==> src/include/ccis_bridge_consts.svh <==
// Bridge constants for field widths, queue depths and flow control margins
`ifndef CCIS_BRIDGE_CONSTS_SVH
`define CCIS_BRIDGE_CONSTS_SVH

// Line and header field widths
`define ADDR_WIDTH 32
`define DATA_WIDTH 64
`define MDATA_WIDTH 16

// Width of cl_len and cl_num, up to 4 lines per request
`define CL_NUM_WIDTH 2

// Read tag heap entries and outstanding write limit
`define MAX_READ_REQS 16
`define MAX_WRITE_REQS 16

// Items a sender may still push after it sees almost-full
`define ALMOST_FULL_THRESHOLD 4

`define FENCE_FIFO_DEPTH 8

`endif

==> src/source/ccis_bridge_pkg.sv <==
// Request and response types of the bridge ports and the header translation functions
`default_nettype none

`include "ccis_bridge_consts.svh"

package ccis_bridge_pkg;

    typedef logic [`ADDR_WIDTH-1:0] addr_t;
    typedef logic [`DATA_WIDTH-1:0] data_t;
    typedef logic [`MDATA_WIDTH-1:0] mdata_t;
    typedef logic [`CL_NUM_WIDTH-1:0] cl_num_t;
    typedef logic [$clog2(`MAX_READ_REQS)-1:0] heap_idx_t;

    // --------------------
    // Request and response kinds

    typedef enum logic [2:0] {
        REQ_RDLINE_I,
        REQ_RDLINE_S,
        REQ_WRLINE_I,
        REQ_WRLINE_M,
        REQ_WRFENCE
    } req_e;

    typedef enum logic [1:0] {
        RSP_RDLINE,
        RSP_WRLINE,
        RSP_WRFENCE
    } rsp_e;

    // Native encodings, zero is not a valid request
    typedef enum logic [3:0] {
        NREQ_NONE     = 4'h0,
        NREQ_WRLINE_I = 4'h1,
        NREQ_WRLINE_M = 4'h2,
        NREQ_RDLINE_S = 4'h4,
        NREQ_WRFENCE  = 4'h5,
        NREQ_RDLINE_I = 4'h6
    } native_req_e;

    typedef enum logic [3:0] {
        NRSP_WRLINE = 4'h1,
        NRSP_RDLINE = 4'h4
    } native_rsp_e;

    // --------------------
    // Port structs

    typedef struct packed {
        logic    valid;
        req_e    req_type;
        addr_t   address;
        mdata_t  mdata;
        cl_num_t cl_len;
    } c0_req_t;

    typedef struct packed {
        logic   valid;
        req_e   req_type;
        addr_t  address;
        mdata_t mdata;
        data_t  data;
    } c1_req_t;

    typedef struct packed {
        logic    valid;
        rsp_e    resp_type;
        mdata_t  mdata;
        cl_num_t cl_num;
        data_t   data;
    } c0_rsp_t;

    typedef struct packed {
        logic   valid;
        rsp_e   resp_type;
        mdata_t mdata;
    } c1_rsp_t;

    typedef struct packed {
        logic        valid;
        native_req_e req_type;
        addr_t       address;
        mdata_t      mdata;
        data_t       data;
    } native_req_t;

    typedef struct packed {
        logic        valid;
        native_rsp_e resp_type;
        mdata_t      mdata;
        data_t       data;
    } native_rsp_t;

    // State saved per native read, restored into the response
    typedef struct packed {
        heap_idx_t orig_mdata;
        cl_num_t   cl_num;
    } heap_entry_t;

    // --------------------
    // Header translation

    function automatic native_req_t afu_to_native_c0_req(c0_req_t r);
        native_req_t n;

        n = '0;
        n.valid = r.valid;
        n.address = r.address;
        n.mdata = r.mdata;
        case (r.req_type)
            REQ_RDLINE_I: n.req_type = NREQ_RDLINE_I;
            REQ_RDLINE_S: n.req_type = NREQ_RDLINE_S;
            default:      n.req_type = NREQ_NONE;
        endcase
        return n;
    endfunction

    // Fences travel as native writes carrying the fence code
    function automatic native_req_t afu_to_native_c1_req(c1_req_t r);
        native_req_t n;

        n = '0;
        n.valid = r.valid;
        n.address = r.address;
        n.mdata = r.mdata;
        n.data = r.data;
        case (r.req_type)
            REQ_WRLINE_I: n.req_type = NREQ_WRLINE_I;
            REQ_WRLINE_M: n.req_type = NREQ_WRLINE_M;
            REQ_WRFENCE:  n.req_type = NREQ_WRFENCE;
            default:      n.req_type = NREQ_NONE;
        endcase
        return n;
    endfunction

    // Only read lines are valid here, write responses take another path
    function automatic c0_rsp_t native_to_afu_c0_rsp(native_rsp_t n);
        c0_rsp_t r;

        r = '0;
        r.valid = n.valid && (n.resp_type == NRSP_RDLINE);
        r.resp_type = RSP_RDLINE;
        r.mdata = n.mdata;
        r.data = n.data;
        return r;
    endfunction

    function automatic c1_rsp_t native_to_afu_c1_rsp(native_rsp_t n);
        c1_rsp_t r;

        r = '0;
        r.valid = n.valid && (n.resp_type == NRSP_WRLINE);
        r.resp_type = RSP_WRLINE;
        r.mdata = n.mdata;
        return r;
    endfunction

endpackage

`default_nettype wire

==> src/source/ccis_bridge.sv <==
// Bridge top that maps the AFU port onto the single-line native cache port
`timescale 1ns/10ps
`default_nettype none

module ccis_bridge
    import ccis_bridge_pkg::*;
(
    input  wire logic        clk,
    input  wire logic        reset,

    // AFU side
    input  wire c0_req_t     afu_c0_tx,
    input  wire c1_req_t     afu_c1_tx,
    output logic             afu_c0_tx_almost_full,
    output logic             afu_c1_tx_almost_full,
    output c0_rsp_t          afu_c0_rx,
    output c1_rsp_t          afu_c1_rx,

    // Native side
    output native_req_t      native_c0_tx,
    output native_req_t      native_c1_tx,
    input  wire native_rsp_t native_c0_rx,
    input  wire native_rsp_t native_c1_rx,
    input  wire logic        native_c0_tx_almost_full,
    input  wire logic        native_c1_tx_almost_full
);

    c0_req_t split_req;
    c0_rsp_t native_rd_rsp;
    c1_rsp_t native_c1_rsp;
    logic native_wr_rsp_valid;

    // --------------------
    // Reads

    multi_line_read_splitter splitter
    (
        .clk(clk),
        .reset(reset),
        .afu_req(afu_c0_tx),
        .native_almost_full(native_c0_tx_almost_full),
        .native_rsp(native_rd_rsp),
        .afu_almost_full(afu_c0_tx_almost_full),
        .native_req(split_req),
        .afu_rsp(afu_c0_rx)
    );

    assign native_c0_tx = afu_to_native_c0_req(split_req);

    // Channel 0 carries both kinds, split by response type
    assign native_rd_rsp = native_to_afu_c0_rsp(native_c0_rx);
    assign native_wr_rsp_valid = native_c0_rx.valid && (native_c0_rx.resp_type == NRSP_WRLINE);

    // --------------------
    // Writes and fences

    assign native_c1_tx = afu_to_native_c1_req(afu_c1_tx);
    assign native_c1_rsp = native_to_afu_c1_rsp(native_c1_rx);

    write_response_merger merger
    (
        .clk(clk),
        .reset(reset),
        .write_req(afu_c1_tx),
        .native_wr_rsp_valid(native_wr_rsp_valid),
        .native_wr_rsp_mdata(native_c0_rx.mdata),
        .native_c1_rsp(native_c1_rsp),
        .native_almost_full(native_c1_tx_almost_full),
        .afu_rsp(afu_c1_rx),
        .afu_almost_full(afu_c1_tx_almost_full)
    );

endmodule

`default_nettype wire

==> src/source/lutram_fifo.sv <==
// First-word-fall-through FIFO on a circular buffer with an almost-full flag
`timescale 1ns/10ps
`default_nettype none

module lutram_fifo
#(
    parameter type payload_t = logic [7:0],
    parameter int DEPTH = 8,
    parameter int THRESHOLD = 2
)
(
    input  wire logic     clk,
    input  wire logic     reset,
    input  wire payload_t enq_data,
    input  wire logic     enq_en,
    input  wire logic     deq_en,
    output payload_t      first,
    output logic          not_empty,
    output logic          almost_full
);

    localparam int PTR_WIDTH = (DEPTH > 1) ? $clog2(DEPTH) : 1;
    localparam int COUNT_WIDTH = $clog2(DEPTH + 1);

    typedef logic [PTR_WIDTH-1:0] ptr_t;
    typedef logic [COUNT_WIDTH-1:0] count_t;

    payload_t mem [DEPTH];
    ptr_t wr_ptr;
    ptr_t rd_ptr;
    count_t count;
    logic do_deq;

    // Depth need not be a power of two
    function automatic ptr_t next_ptr(ptr_t p);
        if (p == ptr_t'(DEPTH - 1))
        begin
            return '0;
        end
        return p + ptr_t'(1);
    endfunction

    assign do_deq = deq_en && not_empty;

    always_ff @(posedge clk)
    begin
        if (enq_en)
        begin
            mem[wr_ptr] <= enq_data;
        end
    end

    always_ff @(posedge clk)
    begin
        if (reset)
        begin
            wr_ptr <= '0;
            rd_ptr <= '0;
            count <= '0;
        end
        else
        begin
            if (enq_en)
            begin
                wr_ptr <= next_ptr(wr_ptr);
            end
            if (do_deq)
            begin
                rd_ptr <= next_ptr(rd_ptr);
            end
            count <= count + count_t'(enq_en) - count_t'(do_deq);
        end
    end

    assign first = mem[rd_ptr];
    assign not_empty = (count != '0);

    // Free entries at or below the margin
    assign almost_full = (count_t'(DEPTH) - count) <= count_t'(THRESHOLD);

endmodule

`default_nettype wire

==> src/source/multi_line_read_splitter.sv <==
// Read splitter that turns multi-line reads into single-line reads and rebuilds responses
`timescale 1ns/10ps
`default_nettype none

`include "ccis_bridge_consts.svh"

module multi_line_read_splitter
    import ccis_bridge_pkg::*;
(
    input  wire logic    clk,
    input  wire logic    reset,
    input  wire c0_req_t afu_req,
    input  wire logic    native_almost_full,
    input  wire c0_rsp_t native_rsp,
    output logic         afu_almost_full,
    output c0_req_t      native_req,
    output c0_rsp_t      afu_rsp
);

    localparam int REQ_FIFO_DEPTH = `ALMOST_FULL_THRESHOLD + 2;
    localparam int IDX_WIDTH = $bits(heap_idx_t);
    localparam int BEAT_WIDTH = $bits(cl_num_t);

    c0_req_t fifo_first;
    logic fifo_not_empty;
    logic fifo_deq;
    logic issue;
    cl_num_t beat_num;
    logic heap_not_full;
    heap_idx_t heap_alloc_idx;
    heap_entry_t heap_alloc_data;
    heap_entry_t heap_read_data;
    c0_rsp_t rsp_q;
    logic rsp_valid_q;
    heap_idx_t rsp_idx;

    lutram_fifo
    #(
        .payload_t(c0_req_t),
        .DEPTH(REQ_FIFO_DEPTH),
        .THRESHOLD(`ALMOST_FULL_THRESHOLD)
    )
    req_fifo
    (
        .clk(clk),
        .reset(reset),
        .enq_data(afu_req),
        .enq_en(afu_req.valid),
        .deq_en(fifo_deq),
        .first(fifo_first),
        .not_empty(fifo_not_empty),
        .almost_full(afu_almost_full)
    );

    // --------------------
    // Request beats

    assign issue = fifo_not_empty && heap_not_full && !native_almost_full;

    always_comb
    begin
        native_req = fifo_first;
        native_req.valid = issue;
        native_req.cl_len = '0;
        native_req.address[BEAT_WIDTH-1:0] = fifo_first.address[BEAT_WIDTH-1:0] | beat_num;
        native_req.mdata[IDX_WIDTH-1:0] = heap_alloc_idx;

        // Last beat releases the buffered request
        fifo_deq = issue && (beat_num == fifo_first.cl_len);
    end

    always_ff @(posedge clk)
    begin
        if (reset)
        begin
            beat_num <= '0;
        end
        else if (fifo_deq)
        begin
            beat_num <= '0;
        end
        else if (issue)
        begin
            beat_num <= beat_num + cl_num_t'(1);
        end
    end

    assign heap_alloc_data.orig_mdata = fifo_first.mdata[IDX_WIDTH-1:0];
    assign heap_alloc_data.cl_num = beat_num;

    read_tag_heap tag_heap
    (
        .clk(clk),
        .reset(reset),
        .alloc_en(issue),
        .alloc_data(heap_alloc_data),
        .read_idx(rsp_idx),
        .free_en(rsp_valid_q),
        .free_idx(rsp_idx),
        .not_full(heap_not_full),
        .alloc_idx(heap_alloc_idx),
        .read_data(heap_read_data)
    );

    // --------------------
    // Responses, one register stage to look up the heap

    always_ff @(posedge clk)
    begin
        rsp_q <= native_rsp;
    end

    always_ff @(posedge clk)
    begin
        if (reset)
        begin
            rsp_valid_q <= 1'b0;
        end
        else
        begin
            rsp_valid_q <= native_rsp.valid;
        end
    end

    assign rsp_idx = rsp_q.mdata[IDX_WIDTH-1:0];

    always_comb
    begin
        afu_rsp = rsp_q;
        afu_rsp.valid = rsp_valid_q;
        afu_rsp.mdata[IDX_WIDTH-1:0] = heap_read_data.orig_mdata;
        afu_rsp.cl_num = heap_read_data.cl_num;
    end

endmodule

`default_nettype wire

==> src/source/read_tag_heap.sv <==
// Tag heap that hands out native read tags and keeps the original request state per tag
`timescale 1ns/10ps
`default_nettype none

`include "ccis_bridge_consts.svh"

module read_tag_heap
    import ccis_bridge_pkg::*;
(
    input  wire logic        clk,
    input  wire logic        reset,
    input  wire logic        alloc_en,
    input  wire heap_entry_t alloc_data,
    input  wire heap_idx_t   read_idx,
    input  wire logic        free_en,
    input  wire heap_idx_t   free_idx,
    output logic             not_full,
    output heap_idx_t        alloc_idx,
    output heap_entry_t      read_data
);

    localparam int ENTRIES = `MAX_READ_REQS;
    localparam int MIN_FREE = `ALMOST_FULL_THRESHOLD + 1;
    localparam int COUNT_WIDTH = $clog2(ENTRIES + 1);

    typedef logic [COUNT_WIDTH-1:0] count_t;

    heap_entry_t storage [ENTRIES];
    logic [ENTRIES-1:0] in_use;
    count_t free_count;

    // Lowest free index wins
    always_comb
    begin
        alloc_idx = '0;
        for (int i = ENTRIES - 1; i >= 0; i--)
        begin
            if (!in_use[i])
            begin
                alloc_idx = heap_idx_t'(i);
            end
        end
    end

    always_ff @(posedge clk)
    begin
        if (reset)
        begin
            in_use <= '0;
            free_count <= count_t'(ENTRIES);
        end
        else
        begin
            if (alloc_en)
            begin
                in_use[alloc_idx] <= 1'b1;
            end
            if (free_en)
            begin
                in_use[free_idx] <= 1'b0;
            end
            free_count <= free_count - count_t'(alloc_en) + count_t'(free_en);
        end
    end

    always_ff @(posedge clk)
    begin
        if (alloc_en)
        begin
            storage[alloc_idx] <= alloc_data;
        end
    end

    assign read_data = storage[read_idx];

    // Keep room for requests already in flight toward the heap
    assign not_full = (free_count >= count_t'(MIN_FREE));

endmodule

`default_nettype wire

==> src/source/write_response_merger.sv <==
// Write response merger that moves channel 0 write responses and fence responses onto channel 1
`timescale 1ns/10ps
`default_nettype none

`include "ccis_bridge_consts.svh"

module write_response_merger
    import ccis_bridge_pkg::*;
(
    input  wire logic    clk,
    input  wire logic    reset,
    input  wire c1_req_t write_req,
    input  wire logic    native_wr_rsp_valid,
    input  wire mdata_t  native_wr_rsp_mdata,
    input  wire c1_rsp_t native_c1_rsp,
    input  wire logic    native_almost_full,
    output c1_rsp_t      afu_rsp,
    output logic         afu_almost_full
);

    localparam int COUNT_WIDTH = $clog2(`MAX_WRITE_REQS + 1);
    localparam int WRITE_LIMIT = `MAX_WRITE_REQS - `ALMOST_FULL_THRESHOLD;

    typedef logic [COUNT_WIDTH-1:0] count_t;

    logic is_write;
    logic is_fence;
    logic rsp_delivered;
    count_t active_writes;

    mdata_t wr_rsp_mdata;
    logic wr_rsp_not_empty;
    logic wr_rsp_deq;

    mdata_t fence_mdata;
    logic fence_not_empty;
    logic fence_deq;
    logic fence_almost_full;

    assign is_write = write_req.valid &&
                      ((write_req.req_type == REQ_WRLINE_I) ||
                       (write_req.req_type == REQ_WRLINE_M));
    assign is_fence = write_req.valid && (write_req.req_type == REQ_WRFENCE);

    assign rsp_delivered = afu_rsp.valid && (afu_rsp.resp_type == RSP_WRLINE);

    // --------------------
    // Outstanding write count

    always_ff @(posedge clk)
    begin
        if (reset)
        begin
            active_writes <= '0;
        end
        else if (is_write && !rsp_delivered)
        begin
            active_writes <= active_writes + count_t'(1);
        end
        else if (!is_write && rsp_delivered)
        begin
            active_writes <= active_writes - count_t'(1);
        end
    end

    // The count also bounds the channel 0 response queue
    assign afu_almost_full = native_almost_full ||
                             (active_writes >= count_t'(WRITE_LIMIT)) ||
                             fence_almost_full;

    // --------------------
    // Response queues

    lutram_fifo
    #(
        .payload_t(mdata_t),
        .DEPTH(`MAX_WRITE_REQS),
        .THRESHOLD(`ALMOST_FULL_THRESHOLD)
    )
    wr_rsp_fifo
    (
        .clk(clk),
        .reset(reset),
        .enq_data(native_wr_rsp_mdata),
        .enq_en(native_wr_rsp_valid),
        .deq_en(wr_rsp_deq),
        .first(wr_rsp_mdata),
        .not_empty(wr_rsp_not_empty),
        .almost_full()
    );

    lutram_fifo
    #(
        .payload_t(mdata_t),
        .DEPTH(`FENCE_FIFO_DEPTH),
        .THRESHOLD(`ALMOST_FULL_THRESHOLD + 1)
    )
    fence_fifo
    (
        .clk(clk),
        .reset(reset),
        .enq_data(write_req.mdata),
        .enq_en(is_fence),
        .deq_en(fence_deq),
        .first(fence_mdata),
        .not_empty(fence_not_empty),
        .almost_full(fence_almost_full)
    );

    // Native channel 1 first, then queued writes, then fences
    always_comb
    begin
        afu_rsp = native_c1_rsp;
        wr_rsp_deq = 1'b0;
        fence_deq = 1'b0;

        if (!native_c1_rsp.valid && wr_rsp_not_empty)
        begin
            afu_rsp.valid = 1'b1;
            afu_rsp.resp_type = RSP_WRLINE;
            afu_rsp.mdata = wr_rsp_mdata;
            wr_rsp_deq = 1'b1;
        end
        else if (!native_c1_rsp.valid && fence_not_empty)
        begin
            afu_rsp.valid = 1'b1;
            afu_rsp.resp_type = RSP_WRFENCE;
            afu_rsp.mdata = fence_mdata;
            fence_deq = 1'b1;
        end
    end

endmodule

`default_nettype wire

==> config.mk <==
export PLATFORM = sky130hd
export DESIGN_NAME = ccis_bridge
export DESIGN_NICKNAME = d
export VERILOG_FILES = /design/src/source/ccis_bridge_pkg.sv /design/src/source/ccis_bridge.sv /design/src/source/lutram_fifo.sv /design/src/source/multi_line_read_splitter.sv /design/src/source/read_tag_heap.sv /design/src/source/write_response_merger.sv
export VERILOG_INCLUDE_DIRS = /design/src /design/src/include
export SDC_FILE = /design/constraint.sdc
export NUM_CORES = 1
export LEC_CHECK = 0
export ABC_AREA = 1
export BUFFER_PORTS_ARGS = -buffer_cell sky130_fd_sc_hd__buf_2
export CAP_MARGIN = 20
export CORE_AREA = 2 2 300 302
export CTS_CLUSTER_SIZE = 14
export DETAILED_ROUTE_END_ITERATION = 12
export DIE_AREA = 0 0 302 304
export GPL_ROUTABILITY_DRIVEN = 0
export GPL_TIMING_DRIVEN = 0
export MAX_ROUTING_LAYER = met4
export SLEW_MARGIN = 20
export SYNTH_ARGS = -nofsm -noshare
export SYNTH_HDL_FRONTEND = slang
export SYNTH_SLANG_ARGS = --single-unit
==> constraint.sdc <==
create_clock -name clk -period 3.6 [get_ports clk]
set_input_delay 0.18 -clock clk [delete_from_list [all_inputs] [get_ports clk]]
set_output_delay 0.18 -clock clk [all_outputs]
set_load 0.02 [all_outputs]
==> flow_metrics.py, run 1 <==
metrics = {
    "setup_path": {
        "worstPathMaxFanout": 19,
        "critPathCaptureType": "primary output",
        "reg2reg_depth": 14,
        "r2r-start": "merger.wr_rsp_fifo.count[2]$_SDFF_PP0_",
        "path_class": "reg -> out",
        "critPathSlowestCell": "buf_2",
        "rrSetupSlack_ns": 0.33,
        "cp.arrival_ns": 3.25,
        "crit_top_cell": "buf_2",
        "path_cells": "buf_2, buf_2, o32ai_1, o211ai_1, nand2_1, a31oi_1, a31oi_1, buf_2",
        "endpoint": "afu_c1_rx[14]",
        "path_buf_inv": 3,
        "cp.required_ns": 3.42,
        "critPathMaxStageDelay_ns": 0.51,
        "crit_family": "compound AO/OA/AOI/OAI gates",
        "regToRegEndpoint": "merger.wr_rsp_fifo.count[4]$_SDFF_PP0_",
        "crit_cells": 8,
        "startpoint_type": "flop",
    },
    "grt": {
        "antenna_found_initial": 9,
        "top_usage_layer": "met2",
        "met1_usage_pct": 28.56,
        "grt_pass1_wl_um": 148800,
        "grt_max_degree": 22,
        "grt_util_all_layers_pct": 22.08,
        "use_met3_pct": 4.783,
        "grt_pass1_vias": 24540,
        "grt_use_met2_pct": 35.10,
        "grt_overflow": 0,
    },
    "sta": {
        "drv_slew": 0,
        "fin_skew_ns": 0.02640,
        "relSlewSlack_pct": 41.60,
        "fmax_mhz": 291.5,
        "setup_viol": 0,
        "finalCriticalPeriod_ns": 3.431,
        "fin_crit_sh_pct": 95.31,
        "fin_hold_ws_ns": 0.08005,
        "hold_viol": 0,
        "rsz0062_at_grt": "no",
        "tightest_slew_ns": 0.8727,
    },
    "pwr": {
        "seq_power_share_pct": 42.8,
        "comb_power_share_pct": 22.7,
        "p_int_mw": 20.39,
        "peakVddDrop_mv": 0.4557,
        "switching_share_pct": 30.21,
        "p_leak_nw": 17.80,
        "p_switching_mw": 8.825,
        "clkPwrFrac_pct": 34.5,
        "finalPower_mw": 29.21,
        "powerDensity_nw_per_um2": 616.3,
    },
    "yosys": {
        "postSynthAreaPerCell_sq_um": 13.27,
        "yosysWarnings": 0,
        "ys_ff_latch": 949,
        "syn-cell-area_sq_um": 37860,
        "ys_seq_area_share_pct": 71.28,
        "synth_cell_type_count": 49,
        "postSynthCellCount": 2852,
    },
    "detailed_routing": {
        "finalWirelength_um": 101600,
        "viasPerCell": 5.150,
        "vias": 25360,
        "first_pass_iters": 5,
        "wire_per_inst_um": 20.63,
        "antenna_left": 0,
        "drc": 0,
        "drt_iter0_drc": 2121,
    },
    "clock_network": {
        "cts_tree": "yes",
        "clockBufferDepth": 3,
        "clk_pin_slew_ns": 0.06,
        "clkLatencyLatePin_ns": 0.67,
        "ctsRootBufferMaster": "clkbuf_16",
        "cts.sinks": 949,
        "cts_buffers": 98,
        "htree_levels": 3,
    },
    "placement": {
        "port_buffers": 454,
        "dp.cells": 4580,
        "hpwlAfterDp_um": 67440,
    },
    "final_layout": {
        "nNetsFinal": 4040,
        "final_cell_mix": "edfxtp_1, buf_2, nor2_1, nand2_1, buf_4",
        "drive_gt1_share_pct": 26.30,
        "synthToLayoutAreaGrowth_pct": 25.19,
        "fin_cells": 4923,
        "final_common_cell": "edfxtp_1",
    },
    "job": {
        "cap_viol_max_count": 0,
    },
    "floorplan": {
        "die_w_um": 302,
        "start_util_pct": 42.52,
        "io_pins": 684,
        "core_area_sq_um": 89050,
        "dieArea_sq_um": 91810,
        "fp.dieH_um": 304,
        "rows": 110,
    },
    "outcome": {
        "outcome": "finished, final reports clean",
    },
    "hold_path": {
        "hp-class": "in -> reg",
    },
}
[cells by family after synthesis]
group	count (synthesis)	share of synthesized area, %
compound gates	645	11.08
xor+xnor	10	0.2314
fa+ha+maj	41	1.454
buf+inv	499	7.409
flops	949	71.28
mux	60	1.586
other cells	1	0.009905
simple gates	647	6.953
[per-layer routing]
| layer | up-vias | wire length, um | part of all wire [%] |
|---|---|---|---|
| li1 | 11850 | - | - |
| met5 | - | 0 | 0 |
| met2 | 1000 | 48610 | 48 |
| met4 | 0 | 2450 | 2.4 |
| met3 | 153 | 8271 | 8.1 |
| met1 | 12350 | 42250 | 42 |
[tightest hold or removal path, delay by kind of cell]
kind | cells | cell delay, ns
buf+inv | 1 | 0.11
compound gates | 1 | 0.11
simple gates | 1 | 0.26
[synth_stat cells, drive strengths merged]
master | instances | area (sq um)
nand4 | 9 | 56.30
a22oi | 48 | 360.4
nor3 | 10 | 83.83
conb | 1 | 3.750
xor2 | 8 | 70.07
buf | 286 | 2003
or4 | 6 | 45.04
nor4 | 1 | 21.27
o22ai | 49 | 306.5
clkinv | 2 | 7.510
nand3 | 27 | 135.1
nor3b | 2 | 25.02
o221a | 1 | 11.26
nor2 | 329 | 1257
or2 | 3 | 18.77
clkbuf | 88 | 330.3
a31oi | 28 | 181.4
o221ai | 60 | 525.5
ha | 36 | 450.4
dfxtp | 151 | 3023
o211ai | 39 | 292.8
xnor2 | 2 | 17.52
o21ai | 208 | 1041
inv | 123 | 464.2
and3 | 2 | 12.51
a21oi | 118 | 594.3
a32o | 46 | 460.4
o211a | 2 | 20.02
fa | 5 | 100.1
nand2 | 257 | 969.7
nand3b | 1 | 7.510
mux2i | 60 | 600.6
a211oi | 5 | 47.54
edfxtp | 798 | 23960
a21o | 5 | 37.54
o32ai | 36 | 315.3
[how the worst min path moves through the flow]
stage / slack (ns) / start / end / cells after the start
2_1_floorplan: 0.21 / native_c0_rx[0] / splitter.afu_rsp[0]$_DFF_P_ / 0
6_report: 0.08 / afu_c1_tx[115] / merger.fence_fifo.wr_ptr[2]$_SDFFE_PP0P_ / 3
3_3_place_gp: 0.28 / native_c0_rx[33] / splitter.afu_rsp[33]$_DFF_P_ / 1
5_1_grt: 0.09 / afu_c1_tx[115] / merger.fence_fifo.wr_ptr[2]$_SDFFE_PP0P_ / 3
4_1_cts: 0.03 / afu_c1_tx[115] / merger.fence_fifo.wr_ptr[2]$_SDFFE_PP0P_ / 3
3_5_place_dp: 0.28 / native_c0_rx[5] / splitter.afu_rsp[5]$_DFF_P_ / 1
[sequential cells by signal, indices dropped and copies added, names as in the netlist, 2 cells and up, named ones only]
register	cells
merger.fence_fifo.mem	128
splitter.req_fifo.rd_ptr	3
splitter.beat_num	2
merger.active_writes	5
merger.fence_fifo.count	4
merger.wr_rsp_fifo.count	5
merger.fence_fifo.wr_ptr	3
merger.wr_rsp_fifo.wr_ptr	4
splitter.tag_heap.in_use	16
splitter.req_fifo.count	3
splitter.req_fifo.mem	318
merger.wr_rsp_fifo.rd_ptr	4
splitter.tag_heap.storage	96
splitter.afu_rsp	76
merger.fence_fifo.rd_ptr	3
splitter.req_fifo.wr_ptr	3
splitter.rsp_idx	4
merger.wr_rsp_fifo.mem	256
splitter.tag_heap.free_count	5
[power groups by stage]
stage | Sequential [mW] | Clock [mW] | Combinational (mW)
final | 12.5 | 10.1 | 6.62
after global routing | 12.5 | 10.7 | 7.19
after floorplan | 12.7 | 0 | 4.01
after CTS | 12.5 | 10.3 | 6.57
after global placement | 12.8 | 0 | 6.31
after detailed placement | 12.7 | 0 | 6.40
[layout make-up]
class	instances	area, sq um
diodes	9	22.52
plain buffers	373	2336
clock buffers	134	2739
clock inverters	49	460.4
fillers	7419	41650
inverters	125	471.7
multi-input cells	1472	8542
flip-flops and latches	949	26990
well taps	1176	1471
repair buffers	636	4368
[through the flow]
stage | TNS (ns) | util (%) | setup slack, ns | instance area [sq um]
2_1_floorplan | 0 | - | 0.3784 | 38120
5_1_grt | 0 | 53.22 | 0.07524 | 47390
4_1_cts | 0 | 53.17 | 0.03950 | 47350
3_5_place_dp | 0 | 47.87 | 0.3334 | 42620
3_3_place_gp | -549.67 | 47.01 | -1.818 | 41860
6_report | 0 | 53.23 | 0.1689 | 47400
[what timing repair did]
action / CTS / global route
setup buffers: 0 / 0
endpoints found under the hold margin: 785 / 0
gates cloned: 0 / 0
endpoints found under the setup margin: 4 / 8
hold buffers: 152 / 0
gates resized for setup: 4 / 7
Note: power is estimated with default switching activity, not from simulation.
==> run 2, diff against run 1 <==
Settings changed: CELL_PAD_IN_SITES_DETAIL_PLACEMENT set to 0, CELL_PAD_IN_SITES_GLOBAL_PLACEMENT set to 1, PLACE_DENSITY_LB_ADDON set to 0.1.
==> run 2 against run 1 <==
  * Core utilization decreased by 0.082 points
  * Flip-flop and latch count unchanged
  * Sequential power about the same
  * Combinational power increased by 2%
  * Sequential share of layout area increased by 0.087 points
  * Clock-buffer cell count decreased by 9
  * Clock skew increased by 0.010 ns
  * Largest cell class unchanged
  * Critical path type unchanged
  * Largest power group unchanged
==> flow_metrics.py, run 2 (synthesized netlist as in run 1, its figures left out) <==
metrics = {
    "detailed_routing": {
        "first_pass_iters": 5,
        "antenna_left": 0,
        "vias": 25770,
        "finalWirelength_um": 107500,
        "viasPerCell": 5.238,
        "wire_per_inst_um": 21.84,
        "drt_iter0_drc": 2037,
        "drc": 0,
    },
    "sta": {
        "fmax_mhz": 285.6,
        "setup_viol": 0,
        "fin_crit_sh_pct": 97.27,
        "rsz0062_at_grt": "no",
        "fin_skew_ns": 0.03684,
        "hold_viol": 0,
        "drv_slew": 0,
        "layout_setup_ws_ns": 0.09825,
        "fin_hold_ws_ns": 0.04697,
        "tightest_slew_ns": 0.8812,
        "relSlewSlack_pct": 41.00,
        "finalCriticalPeriod_ns": 3.502,
    },
    "clock_network": {
        "cts_tree": "yes",
        "htree_levels": 3,
        "cts.sinks": 949,
        "cts_buffers": 99,
        "clk_pin_slew_ns": 0.06,
        "clockBufferDepth": 3,
        "postCtsSetupBuffers": 0,
        "clkLatencyLatePin_ns": 0.68,
        "ctsRootBufferMaster": "clkbuf_16",
    },
    "floorplan": {
        "start_util_pct": 42.52,
        "core_area_sq_um": 89050,
        "fp.dieH_um": 304,
        "io_pins": 684,
        "rows": 110,
        "dieArea_sq_um": 91810,
        "die_w_um": 302,
    },
    "final_layout": {
        "regMostFlops": "splitter.req_fifo.mem",
        "nFillCells": 7581,
        "nNetsFinal": 4041,
        "final_common_cell": "edfxtp_1",
        "reg.largest.list": "splitter.req_fifo.mem: 318 flops, merger.wr_rsp_fifo.mem: 256 flops, merger.fence_fifo.mem: 128 flops",
        "largest_register_ffs": 318,
        "final_cell_mix": "edfxtp_1, buf_2, nor2_1, nand2_1, buf_4",
        "fin_cells": 4920,
        "drive_gt1_share_pct": 25.94,
        "finish.instance_area_sq_um": 47320,
        "synthToLayoutAreaGrowth_pct": 25.00,
    },
    "setup_path": {
        "cp.arrival_ns": 3.32,
        "critPathCaptureType": "primary output",
        "startpoint_type": "flop",
        "path_cells": "inv_1, buf_2, buf_1, nor2_1, o32ai_1, o211ai_1, nand2_1, a31oi_1, a31oi_1, buf_2",
        "worstPathMaxFanout": 10,
        "reg2reg_depth": 17,
        "critPathMaxStageDelay_ns": 0.43,
        "critPathSlowestCell": "buf_1",
        "cp.required_ns": 3.42,
        "path_class": "reg -> out",
    },
    "pwr": {
        "powerDensity_nw_per_um2": 620.5,
        "peakVddDrop_mv": 0.5404,
        "p_leak_nw": 17.75,
    },
    "grt": {
        "antenna_found_initial": 9,
        "grt_overflow": 0,
        "met1_usage_pct": 29.25,
        "grt_pass1_vias": 25820,
        "grt_util_all_layers_pct": 23.54,
        "top_usage_layer": "met2",
        "grt_max_degree": 21,
        "grt_pass1_wl_um": 158300,
        "use_met3_pct": 4.119,
        "grt_use_met2_pct": 39.60,
    },
    "hold_path": {
        "hold_depth": 5,
        "hp-class": "in -> reg",
    },
    "outcome": {
        "outcome": "finished, final reports clean",
    },
    "job": {
        "cap_viol_max_count": 0,
    },
    "placement": {
        "hpwlAfterDp_um": 70470,
        "dp.cells": 4577,
        "placed_area_sq_um": 42550,
        "preCtsSetupSlack_ns": 0.1241,
        "port_buffers": 454,
    },
}
-- run 2: changes by cell type in the layout (fill, tap and decap cells not counted), sizes merged --
cell         before  now
clkbuf          221  213
clkinv           34   39
buf             770  767
bufinv            7   10
dlygate4sd3     152  154
clkinvlp          5    4
inv             128  127
-- run 2: timing repair --
action | in CTS | in global routing
endpoints found under the hold margin | 787 | 0
gates cloned | 0 | 0
gates resized for setup | 2 | 10
hold buffers | 154 | 0
setup endpoints to repair | 11 | 5
-- run 2: per-layer routing --
metal,share of wire (%),up-vias
li1,-,11850
met3,6.7,150
met5,0,-
met1,41,12810
met2,50,966
met4,2.2,0
-- run 2: critical path, delay by kind of cell (launching register included) --
| family | cells | cell delay [ns] |
|---|---|---|
| flip-flops | 1 | 0.36 |
| AO/OA/AOI/OAI | 4 | 1.02 |
| AND/OR/NAND/NOR | 2 | 0.22 |
| buffers and inverters | 4 | 1.05 |
-- run 2: final timing paths --
path                                               from  slack, ns                                    endpoint
min                                    native_c0_rx[84]       0.05   merger.wr_rsp_fifo.wr_ptr[0]$_SDFFE_PP0P_
min reg2reg        merger.active_writes[4]$_SDFFE_PP0P_       0.47        merger.active_writes[4]$_SDFFE_PP0P_
max                                                flop        0.1                                afu_c1_rx[2]
max reg2reg  splitter.tag_heap.free_count[1]$_SDFF_PP0_       0.37  splitter.tag_heap.free_count[4]$_SDFF_PP1_
-- run 2: through the flow --
step                util [%]  setup TNS, ns  power (mW)
floorplan                  -              0       16.76
global placement       47.01        -659.92       19.17
detailed placement     47.79              0       19.30
CTS                    53.10              0       29.55
global route           53.14              0       30.55
finish                 53.14              0       29.36
-- run 2: layout make-up --
cell class	instances	area (sq um)	area share [%]
flip-flops and latches	949	26990	57.02
multi-input cells	1472	8534	18.03
repair buffers	635	4314	9.116
clock buffers	125	2606	5.507
plain buffers	374	2340	4.944
well taps	1176	1471	3.109
clock inverters	55	578.1	1.221
inverters	125	471.7	0.9967
diodes	9	22.52	0.04759
-- run 2: power by group --
part / switching (mW) / internal [mW] / total (mW)
Clock: 4.28 / 5.85 / 10.1
Combinational: 4.48 / 2.24 / 6.72
Sequential: 0.206 / 12.3 / 12.5
Total: 8.97 / 20.4 / 29.4
==> run 3, diff against run 2 <==
Settings changed: ABC_AREA 1 to unset, CORE_AREA 2 2 300 302 to 2 2 298 300, DIE_AREA 0 0 302 304 to 0 0 300 302.
==> run 3 against run 2 <==
  * Sequential power hardly changed
  * Cell count decreased by 15%
  * Via count fell by 20%
  * Setup slack better by 0.072 ns
  * Area after synthesis is 1.3% lower
==> flow_metrics.py, run 3 <==
metrics = {
    "yosys": {
        "async_flop_share_pct": 0,
        "yosysMostFrequentCell": "edfxtp_1",
        "ys_top_cells_by_count": "edfxtp_1, buf_4, mux4_2, dfxtp_1, nor2_1",
        "ys_ff_latch": 949,
        "syn-cell-area_sq_um": 37370,
        "synthAdderAreaFrac_pct": 1.473,
        "synth_top_area_cell": "edfxtp_1",
        "yosys.area_share.simple_pct": 3.606,
        "postSynthCellCount": 2091,
        "yosysWarnings": 0,
        "yosys.area.top_type_share_pct": 64.12,
        "postSynthAreaPerCell_sq_um": 17.87,
        "ys_seq_area_share_pct": 72.21,
        "synth_top_family_by_area": "multiplexers",
        "synth_compound_area_share_pct": 2.702,
        "muxShareOfSynthArea_pct": 13.51,
        "synth_cell_type_count": 59,
        "synth_edf_count": 798,
        "synthXorXnorAreaFrac_pct": 0.5156,
        "synth_flop_cell": "edfxtp_1",
        "synth_area_leaders": "edfxtp_1, mux4_2, dfxtp_1",
    },
    "floorplan": {
        "core_area_sq_um": 87560,
        "start_util_pct": 42.68,
        "dieArea_sq_um": 90600,
        "fp.dieH_um": 302,
        "die_w_um": 300,
        "rows": 109,
        "io_pins": 684,
    },
    "pwr": {
        "switching_share_pct": 26.87,
        "clkPwrFrac_pct": 36.0,
        "p_switching_mw": 7.688,
        "powerDensity_nw_per_um2": 610.1,
        "p_int_mw": 20.92,
        "seq_power_share_pct": 43.7,
        "comb_power_share_pct": 20.3,
        "p_leak_nw": 16.97,
        "peakVddDrop_mv": 0.4964,
    },
    "final_layout": {
        "final_cell_mix": "edfxtp_1, buf_2, buf_4, mux4_2, dlygate4sd3_1",
        "finish.instance_area_sq_um": 46900,
        "synthToLayoutAreaGrowth_pct": 25.48,
        "regMostFlops": "splitter.req_fifo.mem",
        "drive_gt1_share_pct": 37.64,
        "largest_register_ffs": 318,
        "nNetsFinal": 3290,
        "final_common_cell": "edfxtp_1",
        "reg.largest.list": "splitter.req_fifo.mem: 318 flops, merger.wr_rsp_fifo.mem: 256 flops, merger.fence_fifo.mem: 128 flops",
        "fin_util_pct": 53.56,
        "fin_cells": 4158,
    },
    "setup_path": {
        "worstPathMaxFanout": 10,
        "critPathSlowestCell": "mux4_2",
        "path_class": "reg -> out",
        "crit_family": "multiplexers",
        "startpoint_type": "flop",
        "cp.arrival_ns": 3.25,
        "path_buf_inv": 3,
        "critPathMaxStageDelay_ns": 0.56,
        "path_cells": "buf_2, clkbuf_4, mux4_2, mux4_2, nand2_1, o21ai_0, buf_2",
        "cp.required_ns": 3.42,
        "critPathCaptureType": "primary output",
    },
    "sta": {
        "fmax_mhz": 291.6,
        "drv_slew": 0,
        "relSlewSlack_pct": 24.99,
        "tightest_slew_ns": 1.125,
        "hold_viol": 0,
        "setup_viol": 0,
        "layout_setup_ws_ns": 0.1705,
        "rsz0062_at_grt": "no",
        "fin_skew_ns": 0.02472,
        "fin_hold_ws_ns": 0.08875,
        "finalCriticalPeriod_ns": 3.430,
        "fin_crit_sh_pct": 95.27,
    },
    "grt": {
        "grt_max_degree": 21,
        "grt_util_all_layers_pct": 20.10,
        "grt_overflow": 0,
        "grt_pass1_wl_um": 131800,
        "antenna_found_initial": 4,
        "grt_pass1_vias": 21360,
    },
    "detailed_routing": {
        "vias": 20510,
        "highest_layer": "met4",
        "met1_length_um": 38070,
        "drc": 0,
        "drt_iter0_drc": 1122,
        "wire_per_inst_um": 21.49,
        "dr_wl_met2_um": 45410,
        "first_pass_iters": 5,
        "finalWirelength_um": 89380,
        "wl_met3_um": 4022,
        "viasPerCell": 4.932,
        "antenna_left": 0,
    },
    "placement": {
        "preCtsSetupSlack_ns": -0.2704,
        "hpwlAfterDp_um": 60680,
        "dp.cells": 3815,
        "port_buffers": 453,
        "placed_area_sq_um": 42010,
    },
    "clock_network": {
        "postCtsSetupBuffers": 0,
        "clkLatencyLatePin_ns": 0.66,
        "cts.sinks": 949,
        "clockBufferDepth": 3,
        "ctsRootBufferMaster": "clkbuf_16",
        "cts_tree": "yes",
        "cts_buffers": 100,
        "clk_pin_slew_ns": 0.06,
        "htree_levels": 3,
    },
    "outcome": {
        "outcome": "finished, final reports clean",
    },
    "hold_path": {
        "hp-class": "in -> reg",
    },
    "job": {
        "cap_viol_max_count": 0,
    },
}
-- run 3: changes by cell type in the layout (fill, tap and decap cells not counted), sizes merged, moves of 20 or more --
| cell | before | now |
|---|---|---|
| clkbuf | 213 | 171 |
| mux4 | 0 | 192 |
| o211ai | 39 | 2 |
| o22ai | 49 | 1 |
| a32o | 46 | 0 |
| o32ai | 36 | 0 |
| a22oi | 48 | 1 |
| nand3 | 27 | 6 |
| nor2 | 329 | 121 |
| inv | 127 | 53 |
| nand2 | 257 | 49 |
| o221ai | 60 | 2 |
| o21ai | 208 | 31 |
| a31oi | 28 | 8 |
-- run 3: per-stage QoR --
step	TNS [ns]	power, mW
2_1_floorplan	0	16.56
3_3_place_gp	-566.72	18.33
3_5_place_dp	-0.2757	18.47
4_1_cts	0	28.96
5_1_grt	0	29.86
6_report	0	28.61
-- run 3: cells by family after synthesis --
| kind of cell | after synthesis |
|---|---|
| multiplexers | 264 |
| AND/OR/NAND/NOR | 280 |
| XOR/XNOR | 22 |
| buffers and inverters | 358 |
| flip-flops | 949 |
| other | 1 |
| adder cells (fa/ha/maj) | 41 |
| AO/OA/AOI/OAI | 176 |
-- run 3: power by group through the flow --
stage | combinational (mW) | sequential, mW | clock, mW
finish | 5.80 | 12.5 | 10.3
CTS | 5.90 | 12.5 | 10.6
floorplan | 3.84 | 12.7 | 0
global placement | 5.61 | 12.7 | 0
global route | 6.33 | 12.6 | 11.0
detailed placement | 5.75 | 12.7 | 0
-- run 3: worst paths after layout --
kind	start	end	slack, ns	cells past startpoint
setup / recovery	flop	afu_c1_rx[10]	0.17	7
hold / removal	afu_c1_tx[112]	merger.fence_fifo.wr_ptr[0]$_SDFFE_PP0P_	0.09	5
setup reg to reg	merger.wr_rsp_fifo.count[3]$_SDFF_PP0_	merger.wr_rsp_fifo.count[4]$_SDFF_PP0_	0.27	16
hold reg to reg	merger.fence_fifo.rd_ptr[2]$_SDFFE_PP0P_	merger.fence_fifo.rd_ptr[2]$_SDFFE_PP0P_	0.49	2
-- run 3: routing by layer --
layer  global-route usage (%)  up-vias
met4                    5.500        0
met2                    33.54      538
met5                        -        -
li1                         -     9438
met3                    3.031      127
met1                    25.79    10410
-- run 3: layout make-up --
class,instances,area (sq um)
multi-input combinational,852,8521
timing repair buffer,645,4368
inverter,49,183.9
tap,1165,1458
fill,7164,40660
antenna,4,10.01
sequential,949,26990
buffer,308,2086
clock buffer,121,2603
clock inverter,65,681.9
-- run 3: what timing repair did --
action,4_1_cts,5_1_grt
resized for setup,12,9
pin swaps,0,0
hold buffers,154,0
setup endpoints to repair,48,10
endpoints found under the hold margin,791,0
-- run 3: tightest hold or removal path, stage by stage --
cell and delay (ns):
buf_2 0.10, nor3b_1 0.06, nand2_1 0.20, a21oi_1 0.10, nor2_1 0.07
